$ cat src/logic/isa_pkg.sv
`default_nettype none

package isa_pkg;

   ////////////////////////////////////////
   // Instruction word
   ////////////////////////////////////////

   // Low two bits are always 2'b11 for RV32I, so they are not stored
   typedef logic [31:2] instr_t;

   // Major opcodes, instruction bits 6 to 2
   typedef enum logic [4:0] {
      OPC_LOAD   = 5'b00000,
      OPC_OP_IMM = 5'b00100,
      OPC_AUIPC  = 5'b00101,
      OPC_STORE  = 5'b01000,
      OPC_OP     = 5'b01100,
      OPC_LUI    = 5'b01101,
      OPC_BRANCH = 5'b11000,
      OPC_JALR   = 5'b11001,
      OPC_JAL    = 5'b11011,
      OPC_SYSTEM = 5'b11100
   } opcode_e;

   ////////////////////////////////////////
   // Pre-decode results
   ////////////////////////////////////////

   // Control flow class
   typedef enum logic [1:0] {
      BJ_NONE   = 2'd0,
      BJ_BRANCH = 2'd1,
      BJ_JAL    = 2'd2,
      BJ_JALR   = 2'd3
   } branch_jump_op_e;

   // Immediate format
   typedef enum logic [2:0] {
      IMM_I    = 3'd0,
      IMM_S    = 3'd1,
      IMM_B    = 3'd2,
      IMM_U    = 3'd3,
      IMM_J    = 3'd4,
      IMM_NONE = 3'd7
   } imm_src_e;

   // addi x0, x0, 0 without the low two bits
   localparam instr_t INSTR_NOP = 30'h0000_0004;

endpackage

`default_nettype wire

$ cat src/logic/frontend_pkg.sv
`default_nettype none

package frontend_pkg;

   ////////////////////////////////////////
   // Front-end address and data types
   ////////////////////////////////////////

   // Program counter in words, byte offset dropped
   typedef logic [31:2] word_addr_t;

   // Fully sign-extended immediate, byte units
   typedef logic [31:0] imm_t;

   // Step of the fetch counter
   localparam word_addr_t WORD_STEP = 30'd1;

endpackage

`default_nettype wire

$ cat src/logic/stage_if.sv
`timescale 1ns/1ps
`default_nettype none

// One pre-decoded instruction between fetch and decode
interface stage_if;
   import isa_pkg::*;
   import frontend_pkg::*;

   instr_t          instr;
   word_addr_t      pc;
   branch_jump_op_e branch_jump_op;
   imm_src_e        imm_src;

   modport producer (
      output instr,
      output pc,
      output branch_jump_op,
      output imm_src
   );

   modport consumer (
      input instr,
      input pc,
      input branch_jump_op,
      input imm_src
   );

endinterface

`default_nettype wire

$ cat src/logic/quick_decoder.sv
`timescale 1ns/1ps
`default_nettype none

module quick_decoder (
   input  isa_pkg::opcode_e         opcode_i,
   output isa_pkg::branch_jump_op_e branch_jump_op_o,
   output isa_pkg::imm_src_e        imm_src_o
);
   import isa_pkg::*;

   // Opcode alone decides class and format
   always_comb begin
      branch_jump_op_o = BJ_NONE;
      imm_src_o        = IMM_NONE;
      case (opcode_i)
         OPC_LOAD,
         OPC_OP_IMM,
         OPC_SYSTEM: begin
            imm_src_o = IMM_I;
         end
         OPC_JALR: begin
            branch_jump_op_o = BJ_JALR;
            imm_src_o        = IMM_I;
         end
         OPC_STORE: begin
            imm_src_o = IMM_S;
         end
         OPC_BRANCH: begin
            branch_jump_op_o = BJ_BRANCH;
            imm_src_o        = IMM_B;
         end
         OPC_LUI,
         OPC_AUIPC: begin
            imm_src_o = IMM_U;
         end
         OPC_JAL: begin
            branch_jump_op_o = BJ_JAL;
            imm_src_o        = IMM_J;
         end
         // Register-register ops carry no immediate
         default: begin
            branch_jump_op_o = BJ_NONE;
            imm_src_o        = IMM_NONE;
         end
      endcase
   end

endmodule

`default_nettype wire

$ cat src/logic/instruction_fetch_stage.sv
`timescale 1ns/1ps
`default_nettype none

module instruction_fetch_stage (
   input  logic                     clk_i,
   input  logic                     rst_i,
   input  logic                     stall_i,
   input  logic                     redirect_i,
   input  frontend_pkg::word_addr_t redirect_target_i,
   output frontend_pkg::word_addr_t fetch_addr_o,
   input  isa_pkg::instr_t          read_data_i,
   input  logic                     read_ready_i,
   stage_if.producer                out
);
   import isa_pkg::*;
   import frontend_pkg::*;

   word_addr_t      fetch_pc_q;
   instr_t          instr_q;
   word_addr_t      pc_q;
   branch_jump_op_e bj_op_q;
   imm_src_e        imm_src_q;

   branch_jump_op_e bj_op;
   imm_src_e        imm_src;
   logic            take_word;

   quick_decoder u_quick_decoder (
      .opcode_i         (opcode_e'(read_data_i[6:2])),
      .branch_jump_op_o (bj_op),
      .imm_src_o        (imm_src)
   );

   // Redirect beats a ready word
   assign take_word = !stall_i && !redirect_i && read_ready_i;

   ////////////////////////////////////////
   // Fetch counter and stage register
   ////////////////////////////////////////

   always_ff @(posedge clk_i) begin
      if (!rst_i) begin
         fetch_pc_q <= '0;
         instr_q    <= INSTR_NOP;
         bj_op_q    <= BJ_NONE;
         imm_src_q  <= IMM_NONE;
      end else if (!stall_i) begin
         if (redirect_i) begin
            fetch_pc_q <= redirect_target_i;
            instr_q    <= INSTR_NOP;
            bj_op_q    <= BJ_NONE;
            imm_src_q  <= IMM_NONE;
         end else if (read_ready_i) begin
            fetch_pc_q <= fetch_pc_q + WORD_STEP;
            instr_q    <= read_data_i;
            bj_op_q    <= bj_op;
            imm_src_q  <= imm_src;
         end else begin
            // Memory still waiting
            instr_q   <= INSTR_NOP;
            bj_op_q   <= BJ_NONE;
            imm_src_q <= IMM_NONE;
         end
      end
   end

   // pc of the accepted word, meaningless on bubbles
   always_ff @(posedge clk_i) begin
      if (take_word) begin
         pc_q <= fetch_pc_q;
      end
   end

   assign fetch_addr_o       = fetch_pc_q;
   assign out.instr          = instr_q;
   assign out.pc             = pc_q;
   assign out.branch_jump_op = bj_op_q;
   assign out.imm_src        = imm_src_q;

endmodule

`default_nettype wire

$ cat src/flat_wrapper.sv
// flat-port wrapper written by rule: the top's interface ports become plain ports
module instruction_fetch_stage_flat import isa_pkg::*; import frontend_pkg::*;
  (clk_i, rst_i, stall_i, redirect_i, redirect_target_i, fetch_addr_o, read_data_i, read_ready_i, out_instr, out_pc, out_branch_jump_op, out_imm_src);
  stage_if out_i ();
  input  logic clk_i;
  input  logic rst_i;
  input  logic stall_i;
  input  logic redirect_i;
  input  frontend_pkg::word_addr_t redirect_target_i;
  output frontend_pkg::word_addr_t fetch_addr_o;
  input  isa_pkg::instr_t read_data_i;
  input  logic read_ready_i;
  output wire logic [$bits(out_i.instr)-1:0] out_instr;
  output wire logic [$bits(out_i.pc)-1:0] out_pc;
  output wire logic [$bits(out_i.branch_jump_op)-1:0] out_branch_jump_op;
  output wire logic [$bits(out_i.imm_src)-1:0] out_imm_src;
  assign out_instr = out_i.instr;
  assign out_pc = out_i.pc;
  assign out_branch_jump_op = out_i.branch_jump_op;
  assign out_imm_src = out_i.imm_src;
  instruction_fetch_stage u_core (.clk_i(clk_i), .rst_i(rst_i), .stall_i(stall_i), .redirect_i(redirect_i), .redirect_target_i(redirect_target_i), .fetch_addr_o(fetch_addr_o), .read_data_i(read_data_i), .read_ready_i(read_ready_i), .out(out_i));
endmodule
$ cat config.mk
export PLATFORM = sky130hd
export DESIGN_NAME = instruction_fetch_stage_flat
export DESIGN_NICKNAME = d
export VERILOG_FILES = /design/src/logic/isa_pkg.sv /design/src/logic/frontend_pkg.sv /design/src/logic/stage_if.sv /design/src/logic/quick_decoder.sv /design/src/logic/instruction_fetch_stage.sv /design/src/flat_wrapper.sv
export SDC_FILE = /design/constraint.sdc
export NUM_CORES = 1
export LEC_CHECK = 0
export BUFFER_PORTS_ARGS = -buffer_cell sky130_fd_sc_hd__buf_2
export CORE_ASPECT_RATIO = 1.25
export CORE_MARGIN = 1.5
export CORE_UTILIZATION = 49
export CTS_CLUSTER_SIZE = 30
export DETAILED_ROUTE_END_ITERATION = 10
export PLACE_DENSITY = 0.81
export SYNTH_ARGS = -nofsm -noshare
export SYNTH_HDL_FRONTEND = slang
export SYNTH_SLANG_ARGS = --single-unit
export TNS_END_PERCENT = 30
$ cat constraint.sdc
create_clock -name clk_i -period 2 [get_ports clk_i]
set_input_delay 0.2 -clock clk_i [delete_from_list [all_inputs] [get_ports clk_i]]
set_output_delay 0.2 -clock clk_i [all_outputs]
set_load 0.02 [all_outputs]
After elaboration in Yosys (flattened, before gate mapping)
Index checks and enable logic that the tools add are counted.

Register bits: 95. Bits of input ports: 65. Output and inout bits: 95. Word-level logic and storage cells: 34.

$add $sub $neg: 1. Equality and inequality tests: 8. Mux-type cells: 10. Bitwise gates (word level): 1. Reduce and logical (&&, ||, !) cells: 9.

Operators by type and width (number): 2-to-1 mux 30 bit (4); adder 30 x 1 -> 30 bit, second input constant (1); equality test 5 bit, second input constant (4); case mux 3 bit (5 select lines) (1); equality test 5 x 3 -> 1 bit, second input constant (2); equality test 5 x 4 -> 1 bit, second input constant (2); 2-to-1 mux 3 bit (2); case mux 2 bit (3 select lines) (1); logical NOT 5 bit (1); 2-to-1 mux 2 bit (2); OR reduction 4 bit (1); logical AND 1 bit (2); logical NOT 1 bit (2); AND reduction 2 bit (1); nonzero test 2 bit (1); OR reduction 2 bit (1); inverter 1 bit (1).

Depth between registers and ports, before layout
Word-level depth: 5. Depth in mapped cells: 7. Gate-level depth less buffers: 5.

By module
From an unflattened synthesis, not the netlist that was laid out.

Cells, all modules: 429. Area, all modules: 4200.3 µm².

By module, submodules not included: instruction_fetch_stage (instances 1, cells each 413, area an instance 4105.2 µm², seq. area each 2202.1 µm²); quick_decoder (instances 1, cells each 16, area an instance 95.1 µm², seq. area each 0.0 µm²).

Worst setup path before layout
OpenSTA, ideal clock, no wires.

Path kind: register to register. From: reg u_core.fetch_pc_q[0], in the netlist u_core.fetch_addr_o[0]. To: reg u_core.fetch_pc_q[22], in the netlist u_core.fetch_addr_o[22]. Library setup time: 120 ps. Arrival time: 1782 ps. Data required time: 1880 ps. Setup slack: 98 ps. Cell stages (with the launch flop): 6. Buffers on the path: 0. Period minus slack after synthesis: 1902 ps. Cells stage by stage: dfxtp_1 -> ha_1 -> nand4_2 -> nor4_2 -> a31oi_1 -> o31a_1.

Longest elaborated chain between the ends: 3.

RTL lines: start: declaration (line instruction_fetch_stage.sv:18) `word_addr_t fetch_pc_q;`; start signal: assignment (line instruction_fetch_stage.sv:49) `fetch_pc_q <= redirect_target_i;`; start signal: assignment (line instruction_fetch_stage.sv:54) `fetch_pc_q <= fetch_pc_q + WORD_STEP;`; adder 30 x 1 -> 30 bit (line instruction_fetch_stage.sv:54); 2-to-1 mux 30 bit (line instruction_fetch_stage.sv:53) `end else if (read_ready_i) begin`; 2-to-1 mux 30 bit (line instruction_fetch_stage.sv:48) `if (redirect_i) begin`.

Every way passes these cells. The select of a mux whose other input is x is not followed. A chain may end at the register's enable or synchronous reset.

Worst setup path after layout
From: reg u_core.fetch_pc_q[8], in the netlist u_core.fetch_addr_o[8]. To: reg u_core.fetch_pc_q[25], in the netlist u_core.fetch_addr_o[25].

Same word-level chain as after synthesis.

==> impl_metrics.env <==
export IMPL_insertion_delay_ns=0.37
export IMPL_clock_skew_ns=0.01021
export IMPL_ir_drop_mv=0.5005
export IMPL_antenna_cells=0
export IMPL_area_growth_pct=27.69
export IMPL_grt_total_usage=0.2649
export IMPL_syn_area_mm2=0.004298
export IMPL_relSlewSlack=0.5225
export IMPL_dr_pass1_iters=5
export IMPL_power_mw=3.816
export IMPL_syn_area_per_cell_um2=9.746
export IMPL_die_h_um=107.7
export IMPL_synth_cells=441
export IMPL_cp_required_ns=2.26
export IMPL_io_pins=160
export IMPL_synthArstFlopShare=0
export IMPL_drt_vias_per_instance=5.842
export IMPL_worst_slew_pin_slew_ns=0.7157
export IMPL_drive_above_1_share=0.3654
export IMPL_cts_max_level=3
export IMPL_grt_overflow=0
export IMPL_grt_pass1_wl_mm=19.27
export IMPL_drv_cap=0
export IMPL_fp_row_count=38
export IMPL_cts_setup_buffers=0
export IMPL_wl_mm=12.52
export IMPL_wl_per_cell_um=17.08
export IMPL_period_needed_ns=1.930
export IMPL_final_cells=733
export IMPL_synth_edf_count=30
export IMPL_gp_congestion=0.8627
export IMPL_synth_seq_cells=95
export IMPL_leakage_nw=2.394
export IMPL_setup_viol_count_final=0
export IMPL_fin_crit_sh=0.9650
export IMPL_die_w_um=86.77
export IMPL_crit_arrival_ns=2.19
export IMPL_final_cell_area_mm2=0.005488
export IMPL_yosysSeqAreaShare=0.5124
export IMPL_drt_iter0_drc=303
export IMPL_worst_slack_ns=0.06996
export IMPL_grt_pass1_vias=3967
export IMPL_drc=0
export IMPL_grt_antenna_before_repair=0
export IMPL_dp_hpwl_mm=9.050
export IMPL_clockBufferDepth=2
export IMPL_placedCellCount=717
export IMPL_drtAntennaViolNets=0
export IMPL_cts_root_buf="clkbuf_8"
export IMPL_startpoint_type="flip-flop"
export IMPL_rsz0062_at_grt="yes"
export IMPL_cts_sinks=95
export IMPL_path_clk_slew_ns=0.09
export IMPL_io_buffer_count=159
export IMPL_critPathKind="flip-flop to flip-flop"
export IMPL_coreArea_mm2=0.008606
export IMPL_cts_tree="done"
export IMPL_setup_worst_path_end_class="flip-flop"
export IMPL_die_area_mm2=0.009345
export IMPL_synthFlopType="dfxtp_1"
export IMPL_ys_warn_count=0
export IMPL_whs_ns=0.06153
export IMPL_fmax_mhz=518.1
export IMPL_syn_num_nets=507
export IMPL_dr_total_vias=4282
export IMPL_grt_max_degree=33
export IMPL_power_density_mw_per_mm2=695.3
export IMPL_status="completed"
export IMPL_placed_cell_area_mm2=0.005305
export IMPL_ys_types=64
export IMPL_fin_nets=674
export IMPL_numCtsBuffers=9
export IMPL_hp_class="input port to flip-flop"
export IMPL_start_util=0.4994
export IMPL_report_final_slew_viol_count=0
export IMPL_place_worst_setup_slack_ns=0.05744
export IMPL_hold_viol=0
export IMPL_cp_max_fo=10
[critical path, stage by stage, from the launching register on]
cell     delay (ns)
dfxtp_1        0.52
nand4_2        0.29
nor4_4         0.57
a31oi_1        0.18
a221o_1        0.28
[cell usage in the layout, fill, tap and decap left out, drive strengths merged, types with 10 or more instances in the layout]
cell and count:
edfxtp 30, o21ai 10, and3 13, dfxtp 65
nor2 64, buf 185, nand2 27, a31oi 13
nor3 14, nand3 13, clkbuf 10, nand4 15
a21oi 23, a22oi 33
[per-stage QoR]
stage	TNS, ns	utilization
finish	0	0.6377
global route	-0.05306	0.6377
global placement	0	0.6165
detailed placement	0	0.6165
floorplan	0	-
CTS	0	0.6354
[state kept, by name, indices dropped and copies added (netlist names)]
register,cells
u_core.fetch_addr_o,30
u_core.out.branch_jump_op,2
u_core.out.imm_src,3
u_core.out.instr,30
u_core.out.pc,30
[power by group]
group / switching [mW] / total [mW] / internal (mW)
Combinational: 0.333 / 0.545 / 0.212
Clock: 0.678 / 1.13 / 0.450
Sequential: 0.0803 / 2.14 / 2.06
Total: 1.09 / 3.82 / 2.72
[metal layers]
metal,vias up,GRT usage,wire length (um),part of all wire
li1,2022,-,-,-
met1,2008,0.3125,4879,0.39
met2,221,0.4526,6356,0.51
met3,31,0.06748,977,0.078
met4,0,0.1118,308,0.025
met5,-,0,0,0
[what timing repair did]
item	in CTS	in global routing
hold buffers	0	0
resized for setup	0	3
setup endpoints to repair	0	5
[path summary, 6_finish.rpt]
check,from,end,slack (ns),cells after the start
setup reg to reg,u_core.fetch_addr_o[8]$_SDFFE_PN0P_,u_core.fetch_addr_o[25]$_SDFFE_PN0P_,0.07,4
hold / removal,read_data_i[12],u_core.out.instr[12]$_SDFFE_PN0N_,0.06,3
setup / recovery,u_core.fetch_addr_o[8]$_SDFFE_PN0P_,u_core.fetch_addr_o[25]$_SDFFE_PN0P_,0.07,4
hold reg to reg,u_core.out.instr[2]$_SDFFE_PN1N_,u_core.out.instr[2]$_SDFFE_PN1N_,0.50,2
[final cells by class]
| cell class | count | area, um^2 |
|---|---|---|
| clock inverters | 6 | 35.03 |
| fillers | 728 | 3118 |
| inverters | 7 | 26.28 |
| multi-input cells | 310 | 1931 |
| clock buffers | 10 | 127.6 |
| well taps | 120 | 150.1 |
| flip-flops and latches | 95 | 2202 |
| repair buffers | 185 | 1016 |
[cells in the mapped netlist, types with 3 or more instances]
| master | number | area (um^2) |
|---|---|---|
| nand2b_1 | 5 | 31.28 |
| nand3_1 | 13 | 65.06 |
| o21ai_0 | 10 | 50.05 |
| inv_1 | 5 | 18.77 |
| a41oi_1 | 3 | 26.28 |
| o211ai_1 | 3 | 22.52 |
| nor2_1 | 64 | 240.2 |
| nor4_1 | 7 | 43.79 |
| dfxtp_1 | 65 | 1301 |
| a21oi_1 | 23 | 115.1 |
| o221a_2 | 4 | 45.04 |
| clkbuf_1 | 15 | 56.30 |
| nor3_1 | 14 | 70.07 |
| a22oi_1 | 33 | 247.7 |
| a311oi_1 | 4 | 35.03 |
| clkbuf_8 | 3 | 41.29 |
| nand4_1 | 12 | 75.07 |
| and4_2 | 3 | 30.03 |
| a31oi_1 | 13 | 81.33 |
| buf_2 | 7 | 35.03 |
| and3_1 | 13 | 81.33 |
| o311ai_0 | 4 | 35.03 |
| a22o_1 | 3 | 26.28 |
| nor2b_1 | 4 | 25.02 |
| nand2_1 | 27 | 101.4 |
| a41o_1 | 3 | 30.03 |
| edfxtp_1 | 30 | 900.9 |
[cells by family after synthesis]
kind of cell    synth area share
buf+inv                  0.04396
fa+ha+maj               0.002911
mux                     0.007278
flops                     0.5124
compound gates            0.2111
simple gates              0.2224
Note: power is estimated with default switching activity, not from simulation.
