## src/logic/isa_pkg.sv

```systemverilog
`default_nettype none

package isa_pkg;

   ////////////////////////////////////////
   // Instruction word
   ////////////////////////////////////////

   // Low two bits are always 2'b11 for RV32I, so they are not stored
   typedef logic [31:2] instr_t;

   // Major opcodes, instruction bits 6 to 2
   typedef enum logic [4:0] {
      OPC_LOAD   = 5'b00000,
      OPC_OP_IMM = 5'b00100,
      OPC_AUIPC  = 5'b00101,
      OPC_STORE  = 5'b01000,
      OPC_OP     = 5'b01100,
      OPC_LUI    = 5'b01101,
      OPC_BRANCH = 5'b11000,
      OPC_JALR   = 5'b11001,
      OPC_JAL    = 5'b11011,
      OPC_SYSTEM = 5'b11100
   } opcode_e;

   ////////////////////////////////////////
   // Pre-decode results
   ////////////////////////////////////////

   // Control flow class
   typedef enum logic [1:0] {
      BJ_NONE   = 2'd0,
      BJ_BRANCH = 2'd1,
      BJ_JAL    = 2'd2,
      BJ_JALR   = 2'd3
   } branch_jump_op_e;

   // Immediate format
   typedef enum logic [2:0] {
      IMM_I    = 3'd0,
      IMM_S    = 3'd1,
      IMM_B    = 3'd2,
      IMM_U    = 3'd3,
      IMM_J    = 3'd4,
      IMM_NONE = 3'd7
   } imm_src_e;

   // addi x0, x0, 0 without the low two bits
   localparam instr_t INSTR_NOP = 30'h0000_0004;

endpackage

`default_nettype wire

```

## src/logic/frontend_pkg.sv

```systemverilog
`default_nettype none

package frontend_pkg;

   ////////////////////////////////////////
   // Front-end address and data types
   ////////////////////////////////////////

   // Program counter in words, byte offset dropped
   typedef logic [31:2] word_addr_t;

   // Fully sign-extended immediate, byte units
   typedef logic [31:0] imm_t;

   // Step of the fetch counter
   localparam word_addr_t WORD_STEP = 30'd1;

endpackage

`default_nettype wire

```

## src/logic/stage_if.sv

```systemverilog
`timescale 1ns/1ps
`default_nettype none

// One pre-decoded instruction between fetch and decode
interface stage_if;
   import isa_pkg::*;
   import frontend_pkg::*;

   instr_t          instr;
   word_addr_t      pc;
   branch_jump_op_e branch_jump_op;
   imm_src_e        imm_src;

   modport producer (
      output instr,
      output pc,
      output branch_jump_op,
      output imm_src
   );

   modport consumer (
      input instr,
      input pc,
      input branch_jump_op,
      input imm_src
   );

endinterface

`default_nettype wire

```

## src/logic/immediate_decode_stage.sv

```systemverilog
`timescale 1ns/1ps
`default_nettype none

module immediate_decode_stage (
   input  logic                      clk_i,
   input  logic                      rst_i,
   input  logic                      stall_i,
   stage_if.consumer                 in,
   input  logic                      ext_redirect_i,
   input  frontend_pkg::word_addr_t  ext_target_i,
   output logic                      redirect_o,
   output frontend_pkg::word_addr_t  redirect_target_o,
   output isa_pkg::instr_t           out_instr_o,
   output frontend_pkg::word_addr_t  out_pc_o,
   output isa_pkg::branch_jump_op_e  out_branch_jump_op_o,
   output isa_pkg::imm_src_e         out_imm_src_o,
   output frontend_pkg::imm_t        out_imm_o
);
   import isa_pkg::*;
   import frontend_pkg::*;

   instr_t     w;
   imm_t       imm_value;
   logic       jal_redirect;
   word_addr_t jal_target;
   logic       capture;

   assign w = in.instr;

   ////////////////////////////////////////
   // Immediate generation
   ////////////////////////////////////////

   always_comb begin
      case (in.imm_src)
         IMM_I: imm_value = {{20{w[31]}}, w[31:20]};
         IMM_S: imm_value = {{20{w[31]}}, w[31:25], w[11:7]};
         IMM_B: imm_value = {{19{w[31]}}, w[31], w[7], w[30:25], w[11:8], 1'b0};
         IMM_U: imm_value = {w[31:12], 12'b0};
         IMM_J: imm_value = {{11{w[31]}}, w[31], w[19:12], w[20], w[30:21], 1'b0};
         default: imm_value = '0;
      endcase
   end

   ////////////////////////////////////////
   // Redirect merge
   ////////////////////////////////////////

   // JAL resolves here, byte offset bit 1 is dropped
   assign jal_redirect = (in.branch_jump_op == BJ_JAL);
   assign jal_target   = in.pc + imm_value[31:2];

   // Back end wins over our own JAL
   assign redirect_o        = ext_redirect_i || jal_redirect;
   assign redirect_target_o = ext_redirect_i ? ext_target_i : jal_target;

   ////////////////////////////////////////
   // Output register
   ////////////////////////////////////////

   assign capture = !stall_i && !ext_redirect_i;

   always_ff @(posedge clk_i) begin
      if (!rst_i) begin
         out_instr_o          <= INSTR_NOP;
         out_branch_jump_op_o <= BJ_NONE;
         out_imm_src_o        <= IMM_NONE;
      end else if (!stall_i) begin
         if (ext_redirect_i) begin
            // Wrong-path word is dropped
            out_instr_o          <= INSTR_NOP;
            out_branch_jump_op_o <= BJ_NONE;
            out_imm_src_o        <= IMM_NONE;
         end else begin
            out_instr_o          <= in.instr;
            out_branch_jump_op_o <= in.branch_jump_op;
            out_imm_src_o        <= in.imm_src;
         end
      end
   end

   // Payload of the captured word
   always_ff @(posedge clk_i) begin
      if (capture) begin
         out_pc_o  <= in.pc;
         out_imm_o <= imm_value;
      end
   end

endmodule

`default_nettype wire

```

## src/flat_wrapper.sv

```systemverilog
// flat-port wrapper written by rule: the top's interface ports become plain ports
module immediate_decode_stage_flat import isa_pkg::*; import frontend_pkg::*;
  (clk_i, rst_i, stall_i, ext_redirect_i, ext_target_i, redirect_o, redirect_target_o, out_instr_o, out_pc_o, out_branch_jump_op_o, out_imm_src_o, out_imm_o, in_instr, in_pc, in_branch_jump_op, in_imm_src);
  stage_if in_i ();
  input  logic clk_i;
  input  logic rst_i;
  input  logic stall_i;
  input  logic ext_redirect_i;
  input  frontend_pkg::word_addr_t ext_target_i;
  output logic redirect_o;
  output frontend_pkg::word_addr_t redirect_target_o;
  output isa_pkg::instr_t out_instr_o;
  output frontend_pkg::word_addr_t out_pc_o;
  output isa_pkg::branch_jump_op_e out_branch_jump_op_o;
  output isa_pkg::imm_src_e out_imm_src_o;
  output frontend_pkg::imm_t out_imm_o;
  input wire logic [$bits(in_i.instr)-1:0] in_instr;
  input wire logic [$bits(in_i.pc)-1:0] in_pc;
  input wire logic [$bits(in_i.branch_jump_op)-1:0] in_branch_jump_op;
  input wire logic [$bits(in_i.imm_src)-1:0] in_imm_src;
  assign in_i.instr = in_instr;
  assign in_i.pc = in_pc;
  assign in_i.branch_jump_op = in_branch_jump_op;
  assign in_i.imm_src = in_imm_src;
  immediate_decode_stage u_core (.clk_i(clk_i), .rst_i(rst_i), .stall_i(stall_i), .in(in_i), .ext_redirect_i(ext_redirect_i), .ext_target_i(ext_target_i), .redirect_o(redirect_o), .redirect_target_o(redirect_target_o), .out_instr_o(out_instr_o), .out_pc_o(out_pc_o), .out_branch_jump_op_o(out_branch_jump_op_o), .out_imm_src_o(out_imm_src_o), .out_imm_o(out_imm_o));
endmodule
```

## config.mk

```make
export PLATFORM = sky130hd
export DESIGN_NAME = immediate_decode_stage_flat
export DESIGN_NICKNAME = d
export VERILOG_FILES = /design/src/logic/isa_pkg.sv /design/src/logic/frontend_pkg.sv /design/src/logic/stage_if.sv /design/src/logic/immediate_decode_stage.sv /design/src/flat_wrapper.sv
export SDC_FILE = /design/constraint.sdc
export NUM_CORES = 1
export LEC_CHECK = 0
export BUFFER_PORTS_ARGS = -buffer_cell sky130_fd_sc_hd__buf_2
export CORE_ASPECT_RATIO = 1.25
export CORE_MARGIN = 2
export CORE_UTILIZATION = 49
export CTS_BUF_LIST = sky130_fd_sc_hd__clkbuf_16
export CTS_CLUSTER_SIZE = 10
export DETAILED_ROUTE_END_ITERATION = 8
export GPL_ROUTABILITY_DRIVEN = 1
export PLACE_DENSITY = 0.87
export REMOVE_ABC_BUFFERS = 1
export SLEW_MARGIN = 20
export SYNTH_ARGS = -nofsm -noshare
export SYNTH_HDL_FRONTEND = slang
export SYNTH_SLANG_ARGS = --single-unit
```

## constraint.sdc

```tcl
create_clock -name clk_i -period 5.2 [get_ports clk_i]
set_input_delay 0.78 -clock clk_i [delete_from_list [all_inputs] [get_ports clk_i]]
set_output_delay 0.78 -clock clk_i [all_outputs]
set_load 0.01 [all_outputs]
```

* Yosys cells after proc, flatten, opt, wreduce, memory -nomap -nowiden
Cells that the tools add are included.
** Word-level totals
- Register bits :: 97
- Bits in latches :: 0
- Bits in writable memories :: 0
- Memory bits (read-only) :: 0
- Bits of input ports :: 99
- Output and inout bits :: 128
- Logic and storage cells :: 21
- Memories kept :: 0
** Operators by class
- $add $sub $neg :: 1
- $mul :: 0
- Div/mod/pow operators :: 0
- Magnitude comparators :: 0
- Equality and inequality tests :: 5
- Shifts and indexed selects :: 0
- Multiplexer cells :: 5
- Bitwise operators :: 0
- Reduce and logical (&&, ||, !) cells :: 5
** Operator list (count)
- case mux 32 bit (5 select lines) :: 1
- two-way mux 30 bit :: 2
- adder 30 bit :: 1
- equality test 3 x 2 -> 1 bit, second input constant :: 2
- equality test 3 x 1 -> 1 bit, second input constant :: 1
- equality test 3 bit, second input constant :: 1
- zero test 3 bit :: 1
- two-way mux 3 bit :: 1
- equality test 2 bit, second input constant :: 1
- zero test 1 bit :: 2
- two-way mux 2 bit :: 1
- logical AND 1 bit :: 1
- logical OR 1 bit :: 1

* Logic depth before layout (Yosys ltp)
Gate-level depths: netlist of run 1.
- Depth in word-level cells :: 4
- Depth in mapped cells :: 16

* Worst setup path before layout of run 1
OpenSTA, ideal clock, no wires.
- Path kind :: input to output
- Start :: in in_imm_src[1]
- End :: out redirect_target_o[29]
- Data arrival time :: 3.971 ns
- Path slack :: 0.449 ns
- Cell stages on the path :: 15
- Path buffers :: 4
- Path through :: clkbuf_1 > and2_1 > clkbuf_1 > nor2b_1 > clkbuf_1 > a21o_1 > ha_1 > clkbuf_1 > a21o_1 > a21o_1 > a21oi_1 > o2111a_1 > a21oi_1 > a32o_1 > o311ai_0
** Between the ends
- Word-level cells in the longest chain between the ends :: 4
- Elaborated cells on any way between the ends :: 8
- Classes of those cells :: 1 x add/sub; 4 x eq/ne; 2 x mux; 1 x reduce/logical
** RTL lines
- start, declared :: RTL line flat_wrapper.sv:20 : input wire logic [$bits(in_i.imm_src)-1:0] in_imm_src;
- equality test 3 bit, or another cell as far along :: RTL line immediate_decode_stage.sv:35 : case (in.imm_src)
- case mux 32 bit (5 select lines) (*) :: RTL line immediate_decode_stage.sv:35
- net u_core.imm_value[22] :: RTL line immediate_decode_stage.sv:23 : imm_t imm_value;
- adder 30 bit (*) :: RTL line immediate_decode_stage.sv:51 : assign jal_target = in.pc + imm_value[31:2];
- two-way mux 30 bit (*) :: RTL line immediate_decode_stage.sv:55 : assign redirect_target_o = ext_redirect_i ? ext_target_i : jal_target;
- end, declared :: RTL line flat_wrapper.sv:11 : output frontend_pkg::word_addr_t redirect_target_o;
The timed path passes the listed nets; every way through them passes the cells marked *.

* Worst setup path in the final report of run 1
- Start :: in in_imm_src[1]
- End :: out redirect_target_o[22]
The elaborated chain is that of the path after synthesis.

==> impl_metrics.toml, run 1 <==
[synth]
ys_seq_area_share_pct = 46.1
ys_types = 55
synth_warnings = 0
synth-edff-count = 62
synthCells = 581
async_reset_ff_share_pct = 0
synth.cell_area_sq_mm = 0.00556
ys.flop_type = "edfxtp_1"
ys_seq_elements = 97
synth.avg_cell_area_sq_um = 9.58

[die]
dieArea_sq_mm = 0.0122
die_w_um = 99.3
io_pins = 227
die_h_um = 123
rows = 43
coreArea_sq_mm = 0.0111
start_util_pct = 50.2

[placed_design]
pre_cts_slack_ns = 0.0937
io_buffers = 226
hpwl_mm = 12.2
gp_congestion = 0.906

[drt]
viasPerCell = 5.67
finalWirelength_mm = 16.4
wl_per_cell_um = 17.5
num_vias = 5312
drc = 0
dr.pass1.iters = 5
final_antenna_net_count = 0
drtIter0Drc = 349

[timing]
period_share_pct = 97.0
worst_pin_slew_ns = 0.715
setup_viol = 0
slew_viol_final = 0
fin_worst_skew_ns = 0
rsz0062_at_grt = "no"
hold_ws_ns = 0.511
maxSlewHeadroom_pct = 52.2
setup_slack_ns = 0.156
finalCriticalPeriod_ns = 5.04
fin_setup_tns_ns = 0
finalHoldViolations = 0
clock.fmax_mhz = 198

[cts]
htreeDepth = 3
cts_hold_buf = 0
cts_buffers = 9
cts.sinks = 97
clkSlewWorstSetupHoldPaths_ns = 0.06
cts_root_buffer = "clkbuf_16"
worst_skew_pair.late_latency_ns = 0.34
clk_path_buf_depth = 2
cts_tree = "built"

[grt]
antenna_found_initial = 0
gr-total-overflow = 0
grt_start_max_net_pins = 66
grtUsageTotal_pct = 26.1
grt_pass1_vias = 4970
grt_pass1_wl_mm = 24.8

[critical_path]
worst_ep_required_time_ns = 4.42
worst_setup_path_start_kind = "input pin"
path_class = "in2out"
r2r_cells = 2
endpoint_kind = "primary output"
cp.arrival_ns = 4.26
crit_fanout = 9

[cells_and_area]
fin_util_pct = 64.6
area_growth_pct = 28.6
layout-drive-gt1-share_pct = 33.3
num-nets-final = 926
diodes = 0

[power_and_ir_drop]
powerDensity_mw_per_mm2 = 294
p_total_mw = 2.11
p_leak_nw = 3.17
ir_drop_v = 0.000174

[min_path]
hold_path_class = "reg2reg"
worstHoldPathCells = 2

[job]
cap_violations = 0

[run_status]
status = "finished clean"
## metrics by stage
step	cell area, sq um	instances
finish	7160	937
CTS	7130	937
floorplan	5440	548
global placement	6840	921
detailed placement	6840	921
global route	7160	937
## cell families after synthesis
| kind of cell | share of synthesized area, % |
|---|---|
| AO/OA/AOI/OAI | 21.1 |
| AND/OR/NAND/NOR | 18.1 |
| flip-flops | 46.1 |
| buffers and inverters | 3.15 |
| adder cells (fa/ha/maj) | 6.88 |
| XOR/XNOR | 3.46 |
| multiplexers | 1.33 |
## flip-flops by register name (all words and copies together), names as in the netlist
| name | cells |
|---|---|
| u_core.out_branch_jump_op_o | 2 |
| u_core.out_imm_o | 32 |
| u_core.out_imm_src_o | 3 |
| u_core.out_instr_o | 30 |
| u_core.out_pc_o | 30 |
## per-layer routing
layer	vias to the layer above	routed length [um]	track usage, %	part of all wire [%]
li1	2571	-	-	-
met1	2419	6260	30.9	38
met2	275	8140	45.4	50
met3	47	1410	5.82	8.6
met4	0	567	11.5	3.5
met5	-	0	0	0
## layout by cell type, fill, tap and decap left out, drive strengths merged, types with 2 or more instances in the layout
| cell | synthesis | final |
|---|---|---|
| nand3 | 7 | 7 |
| dfxtp | 35 | 35 |
| ha | 29 | 29 |
| inv | 13 | 17 |
| nand2 | 53 | 53 |
| xnor2 | 12 | 12 |
| edfxtp | 62 | 62 |
| a21oi | 81 | 81 |
| and3 | 5 | 5 |
| nand2b | 3 | 3 |
| nor2b | 48 | 48 |
| nand4 | 6 | 6 |
| a31o | 2 | 2 |
| o21ai | 41 | 41 |
| nor2 | 20 | 20 |
| clkbuf | 28 | 11 |
| o21a | 3 | 3 |
| o211ai | 2 | 2 |
| o22ai | 10 | 10 |
| a22oi | 7 | 7 |
| o31ai | 4 | 4 |
| or3 | 2 | 2 |
| mux2 | 3 | 3 |
| xor2 | 10 | 10 |
| buf | 5 | 237 |
| a221oi | 5 | 5 |
| mux2i | 4 | 4 |
| a21o | 22 | 22 |
| nor3b | 25 | 25 |
| nor3 | 11 | 11 |
| and2 | 6 | 6 |
## final cells by class
class | count | area, sq um
fillers | 947 | 3930
multi-input cells | 438 | 2860
flip-flops and latches | 97 | 2560
repair buffers | 238 | 1220
clock buffers | 10 | 250
well taps | 135 | 169
inverters | 13 | 48.8
clock inverters | 6 | 40.0
## synthesized netlist by cell type, types with 2 or more instances
cell type  count  area (sq um)
a21o_1        22           165
a21oi_1       79           395
a21oi_2        2          17.5
a221oi_1       4          35.0
a22oi_1        7          52.6
and2_1         6          37.5
and3_1         5          31.3
buf_1          4          15.0
clkbuf_1      27           101
dfxtp_1       35           701
edfxtp_1      62          1860
ha_1          29           363
inv_1         13          48.8
mux2_2         3          33.8
mux2i_1        4          40.0
nand2_1       53           199
nand2b_1       3          18.8
nand3_1        7          35.0
nand4_1        6          37.5
nor2_1        20          75.1
nor2b_1       48           300
nor3_1        11          55.1
nor3b_1       25           188
o211ai_1       2          15.0
o21a_1         3          22.5
o21ai_0       40           200
o22ai_1       10          62.6
o31ai_1        3          22.5
or3_1          2          12.5
xnor2_1       12           105
xor2_1        10          87.6
## worst paths after layout
check	startpoint	slack, ns	endpoint
worst max-delay path	in_imm_src[1]	0.16	redirect_target_o[22]
worst min-delay path	u_core.out_instr_o[12]$_SDFFE_PN0N_	0.51	u_core.out_instr_o[12]$_SDFFE_PN0N_
worst max register to register	u_core.out_instr_o[4]$_SDFFE_PN0N_	4.53	u_core.out_instr_o[4]$_SDFFE_PN0N_
worst min register to register	u_core.out_instr_o[12]$_SDFFE_PN0N_	0.51	u_core.out_instr_o[12]$_SDFFE_PN0N_
## worst max-delay path, cell delays in order
cell       delay, ns
buf_2           0.15
inv_2           0.12
nor2_1          0.11
a221oi_2        0.29
a21oi_1         0.09
ha_1            0.24
fa_1            0.42
a21o_1          0.24
a221oi_4        0.36
o31ai_2         0.15
a21bo_1         0.21
a2111oi_2       0.42
a21oi_2         0.10
mux2i_1         0.14
o31ai_1         0.25
buf_2           0.19
## power by group
group | internal (mW) | switching (mW)
Combinational | 0.236 | 0.341
Clock | 0.354 | 0.292
Sequential | 0.870 | 0.0130
## timing repair
item | in CTS | in global routing
resized for setup | 0 | 6
buffers inserted | 0 | 0
setup endpoints to repair | 0 | 6
Power figures use the tool's default switching activity.
==> run 2: changes to the inputs <==
==> constraint.sdc (replaced) <==
create_clock -name clk_i -period 5.6 [get_ports clk_i]
set_input_delay 0.84 -clock clk_i [delete_from_list [all_inputs] [get_ports clk_i]]
set_output_delay 0.84 -clock clk_i [all_outputs]
set_load 0.01 [all_outputs]
==> impl_metrics.toml, run 2 (synthesized netlist as in run 1, its figures left out) <==
[timing]
setup_viol = 0
rsz0062_at_grt = "no"
period_share_pct = 94.4
hold_ws_ns = 0.510
maxSlewHeadroom_pct = 28.5
fin_setup_tns_ns = 0
slew_viol_final = 0
worst_pin_slew_ns = 1.07
clock.fmax_mhz = 189
fin_worst_skew_ns = 0
setup_slack_ns = 0.314
finalCriticalPeriod_ns = 5.29
finalHoldViolations = 0

[grt]
grt_pass1_vias = 4942
grt_pass1_wl_mm = 24.9
gr-total-overflow = 0
antenna_found_initial = 0
grtUsageTotal_pct = 26.0
grt_start_max_net_pins = 66

[cells_and_area]
area_growth_pct = 27.9
largestRegisters = "u_core.out_imm_o: 32 flops, u_core.out_instr_o: 30 flops, u_core.out_pc_o: 30 flops"
largest_register_ffs = 32
num-nets-final = 920
diodes = 0
final_common_cell = "buf_2"
largest-register = "u_core.out_imm_o"
layout_common_cells = "226 x buf_2, 79 x a21oi_1, 62 x edfxtp_1, 53 x nand2_1, 48 x nor2b_1"
layout-drive-gt1-share_pct = 32.7

[die]
die_w_um = 99.3
die_h_um = 123
start_util_pct = 50.2
io_pins = 227
dieArea_sq_mm = 0.0122
coreArea_sq_mm = 0.0111
rows = 43

[run_status]
status = "finished clean"

[drt]
num_vias = 5287
viasPerCell = 5.68
wl_per_cell_um = 17.3
drc = 0
finalWirelength_mm = 16.1
final_antenna_net_count = 0
dr.pass1.iters = 4
drtIter0Drc = 278

[critical_path]
r2r_slack_ns = 4.92
critPathMaxStageDelay_ns = 0.43
endpoint_kind = "primary output"
worst_setup_path_start_kind = "input pin"
cp-endpoint = "redirect_target_o[22]"
r2r_cells = 2
cpMostUsedCell = "buf_2"
crit_fanout = 9
path_class = "in2out"
regToRegEndpoint = "u_core.out_instr_o[23]$_SDFFE_PN0N_"
crit_path_top_delay_cell = "a221oi_2"
worst_ep_required_time_ns = 4.76
cp.arrival_ns = 4.45
r2r-start = "u_core.out_instr_o[23]$_SDFFE_PN0N_"
crit_chain = "buf_2 > inv_1 > nor2_1 > a221oi_1 > a21oi_1 > ha_1 > fa_1 > a21o_1 > a221oi_2 > o31ai_2 > a21bo_1 > a2111oi_2 > a21oi_2 > mux2i_1 > o31ai_1 > buf_2"
startpoint = "in_imm_src[1]"

[cts]
cts_buffers = 9
htreeDepth = 3
cts_tree = "built"
cts_hold_buf = 0
cts.sinks = 97
clk_path_buf_depth = 2
worst_skew_pair.late_latency_ns = 0.35
clkSlewWorstSetupHoldPaths_ns = 0.07
cts_root_buffer = "clkbuf_16"

[placed_design]
gp_congestion = 0.910
io_buffers = 226
hpwl_mm = 12.0
pre_cts_slack_ns = 0.358

[min_path]
hold_path_class = "reg2reg"

[job]
cap_violations = 0

[power_and_ir_drop]
powerDensity_mw_per_mm2 = 281
p_total_mw = 2.00
ir_drop_v = 0.000201
p_leak_nw = 3.14
## run 2: cell count changes in the layout (fill, tap and decap cells not counted), sizes merged
cell    delta
clkbuf     -1
buf        -5
bufinv     +1
inv        -1
## run 2: metal layers
metal	vias up	wire (um)	global-route usage, %
li1	2558	-	-
met2	244	8030	45.1
met4	0	450	9.67
met1	2455	6260	31.6
met3	30	1350	6.16
met5	-	0	0
## run 2: how the worst min path moves through the flow
stage | start | to | slack, ns | cells after the start
floorplan | u_core.out_instr_o[29]$_SDFFE_PN0N_ | u_core.out_instr_o[29]$_SDFFE_PN0N_ | 0.53 | 2
global placement | u_core.out_instr_o[28]$_SDFFE_PN0N_ | u_core.out_instr_o[28]$_SDFFE_PN0N_ | 0.49 | 2
detailed placement | u_core.out_instr_o[22]$_SDFFE_PN0N_ | u_core.out_instr_o[22]$_SDFFE_PN0N_ | 0.49 | 2
CTS | u_core.out_instr_o[22]$_SDFFE_PN0N_ | u_core.out_instr_o[22]$_SDFFE_PN0N_ | 0.51 | 2
global route | u_core.out_instr_o[9]$_SDFFE_PN0N_ | u_core.out_instr_o[9]$_SDFFE_PN0N_ | 0.54 | 2
finish | u_core.out_instr_o[22]$_SDFFE_PN0N_ | u_core.out_instr_o[22]$_SDFFE_PN0N_ | 0.51 | 2
## run 2: power breakdown
part	total, mW	leakage (nW)	internal (mW)	switching (mW)
clock	0.658	0.157	0.379	0.279
combinational	0.523	2.14	0.212	0.310
sequential	0.820	0.851	0.808	0.0121
total	2.00	3.14	1.40	0.601
## run 2: layout make-up
| cell class | instances | area [sq um] |
|---|---|---|
| Clock inverter | 6 | 71.3 |
| Inverter | 13 | 48.8 |
| Tap cell | 135 | 169 |
| Fill cell | 958 | 3970 |
| Multi-Input combinational cell | 438 | 2840 |
| Clock buffer | 10 | 250 |
| Sequential cell | 97 | 2560 |
| Timing Repair Buffer | 232 | 1180 |
## run 2: stage by stage
step	utilization, %	cell area [sq um]	std cells
floorplan	-	5440	548
global placement	61.3	6790	915
detailed placement	61.3	6790	915
CTS	64.2	7110	931
global route	64.2	7110	931
finish	64.2	7110	931
## run 2: what timing repair did
item / 4_1_cts / 5_1_grt
buffers inserted: 0 / 0
endpoints found under the setup margin: 0 / 1
resized for setup: 0 / 1
## run 2: critical path: cells and delay by family
family          cells  cell delay (ns)
buf+inv             3             0.50
mux                 1             0.13
compound gates      9             2.19
simple gates        1             0.14
fa+ha+maj           2             0.64
==> run 3: changes to the inputs <==
--- a/config.mk
+++ b/config.mk
@@ -8,12 +8,13 @@
 export BUFFER_PORTS_ARGS = -buffer_cell sky130_fd_sc_hd__buf_2
 export CORE_ASPECT_RATIO = 1.25
 export CORE_MARGIN = 2
-export CORE_UTILIZATION = 49
+export CORE_UTILIZATION = 40
 export CTS_BUF_LIST = sky130_fd_sc_hd__clkbuf_16
 export CTS_CLUSTER_SIZE = 10
 export DETAILED_ROUTE_END_ITERATION = 8
 export GPL_ROUTABILITY_DRIVEN = 1
-export PLACE_DENSITY = 0.87
+export GPL_TIMING_DRIVEN = 0
+export PLACE_DENSITY = 0.74
 export REMOVE_ABC_BUFFERS = 1
 export SLEW_MARGIN = 20
 export SYNTH_ARGS = -nofsm -noshare
==> impl_metrics.toml, run 3 (synthesized netlist as in run 1, its figures left out) <==
[grt]
grt_pass1_vias = 4715
grtUsageTotal_pct = 21.5
grt_start_max_net_pins = 86
grt_pass1_wl_mm = 24.4
antenna_found_initial = 2
gr-total-overflow = 0

[cells_and_area]
num-nets-final = 916
largestRegisters = "u_core.out_imm_o: 32 flops, u_core.out_instr_o: 30 flops, u_core.out_pc_o: 30 flops"
seqCellArea_sq_mm = 0.00256
diodes = 0
layout_common_cells = "224 x buf_2, 79 x a21oi_1, 62 x edfxtp_1, 53 x nand2_1, 46 x nor2b_1"
final_common_cell = "buf_2"
fin_util_pct = 52.3
area_growth_pct = 28.6
largest-register = "u_core.out_imm_o"
largest_register_ffs = 32
n_fill_cell = 1298
multiInputGateArea_sq_mm = 0.00285
layout-drive-gt1-share_pct = 32.2

[drt]
drc = 0
wl_per_cell_um = 16.8
final_antenna_net_count = 0
finalWirelength_mm = 16.2
dr.pass1.iters = 4
drtIter0Drc = 239
num_vias = 5094
viasPerCell = 5.27

[die]
die_h_um = 136
io_pins = 227
coreArea_sq_mm = 0.0137
rows = 48
start_util_pct = 40.6
die_w_um = 109
dieArea_sq_mm = 0.0149

[power_and_ir_drop]
p_leak_nw = 3.13
p_total_mw = 1.95
powerDensity_mw_per_mm2 = 273
ir_drop_v = 0.000130

[timing]
finalCriticalPeriod_ns = 5.34
slew_viol_final = 0
maxSlewHeadroom_pct = 42.1
finalHoldViolations = 0
setup_slack_ns = 0.256
fin_setup_tns_ns = 0
fin_worst_skew_ns = 0
worst_pin_slew_ns = 0.869
setup_viol = 0
clock.fmax_mhz = 187
rsz0062_at_grt = "no"
period_share_pct = 95.4

[cts]
clk_path_buf_depth = 2
clkSlewWorstSetupHoldPaths_ns = 0.07
cts_buffers = 9
ctsResizeCount = 0
cts_root_buffer = "clkbuf_16"
cts_tree = "built"
cts_hold_buf = 0
post_cts_buffers = 0
cts.sinks = 97
worst_skew_pair.late_latency_ns = 0.33
htreeDepth = 3

[critical_path]
worst_setup_path_start_kind = "input pin"
path_class = "in2out"
critPathMaxStageDelay_ns = 0.42
crit_fanout = 9
endpoint_kind = "primary output"
crit_chain = "buf_2 > inv_1 > nor2_1 > a221oi_1 > a21oi_1 > ha_1 > fa_1 > a21o_1 > a221oi_4 > o31ai_2 > a21bo_1 > a2111oi_2 > a21oi_2 > mux2i_1 > o31ai_1 > buf_2"
crit_path_top_delay_cell = "fa_1"
cpMostUsedCell = "buf_2"
cp_top_family = "compound AO/OA/AOI/OAI gates"
cp.arrival_ns = 4.50
worst_ep_required_time_ns = 4.76
worst-path-buf-inv = 3

[placed_design]
io_buffers = 226
pre_cts_slack_ns = 0.0432
hpwl_mm = 12.2
gp_congestion = 0.859

[min_path]
hold_path_class = "reg2reg"

[run_status]
status = "finished clean"

[job]
cap_violations = 0
run 3: changes by cell type in the layout (fill, tap and decap cells not counted), sizes merged:
cell | before | now
clkinv | 1 | 2
clkbuf | 10 | 9
buf | 232 | 228
run 3: final cells by class:
class | instances | share of cell area (%)
multi-input combinational | 438 | 39.9
sequential | 97 | 35.8
timing repair buffer | 228 | 16.5
clock buffer | 9 | 3.15
tap | 175 | 3.06
clock inverter | 7 | 0.892
inverter | 13 | 0.682
run 3: tightest hold or removal path, delay by kind of cell (launching register included):
| family | cells | cell delay [ns] |
|---|---|---|
| DFF | 1 | 0.33 |
| and+or+nand+nor | 1 | 0.09 |
| AOI/OAI and AO/OA | 1 | 0.06 |
run 3: worst paths after layout:
check | slack (ns) | from | cells past startpoint | end
worst min-delay path | 0.51 | u_core.out_instr_o[16]$_SDFFE_PN0N_ | 2 | u_core.out_instr_o[16]$_SDFFE_PN0N_
worst max register to register | 4.94 | u_core.out_instr_o[4]$_SDFFE_PN0N_ | 2 | u_core.out_instr_o[4]$_SDFFE_PN0N_
worst min register to register | 0.51 | u_core.out_instr_o[16]$_SDFFE_PN0N_ | 2 | u_core.out_instr_o[16]$_SDFFE_PN0N_
worst max-delay path | 0.26 | in_imm_src[1] | 16 | redirect_target_o[22]
run 3: per-stage QoR:
step	instance area (sq um)	std cells	hold slack, ns
6_report	7160	967	0.513
3_3_place_gp	6790	949	0.489
2_1_floorplan	5440	548	0.535
5_1_grt	7160	967	0.540
4_1_cts	7130	967	0.516
3_5_place_dp	6850	951	0.497
run 3: metal layers:
metal	routed length [um]	GRT usage (%)
met1	6660	26.6
met2	8020	36.1
met3	1100	4.79
met4	408	8.58
met5	22	0
run 3: power by group:
group / switching (mW) / internal [mW]
clock: 0.267 / 0.343
sequential: 0.0107 / 0.807
combinational: 0.309 / 0.214
total: 0.587 / 1.36
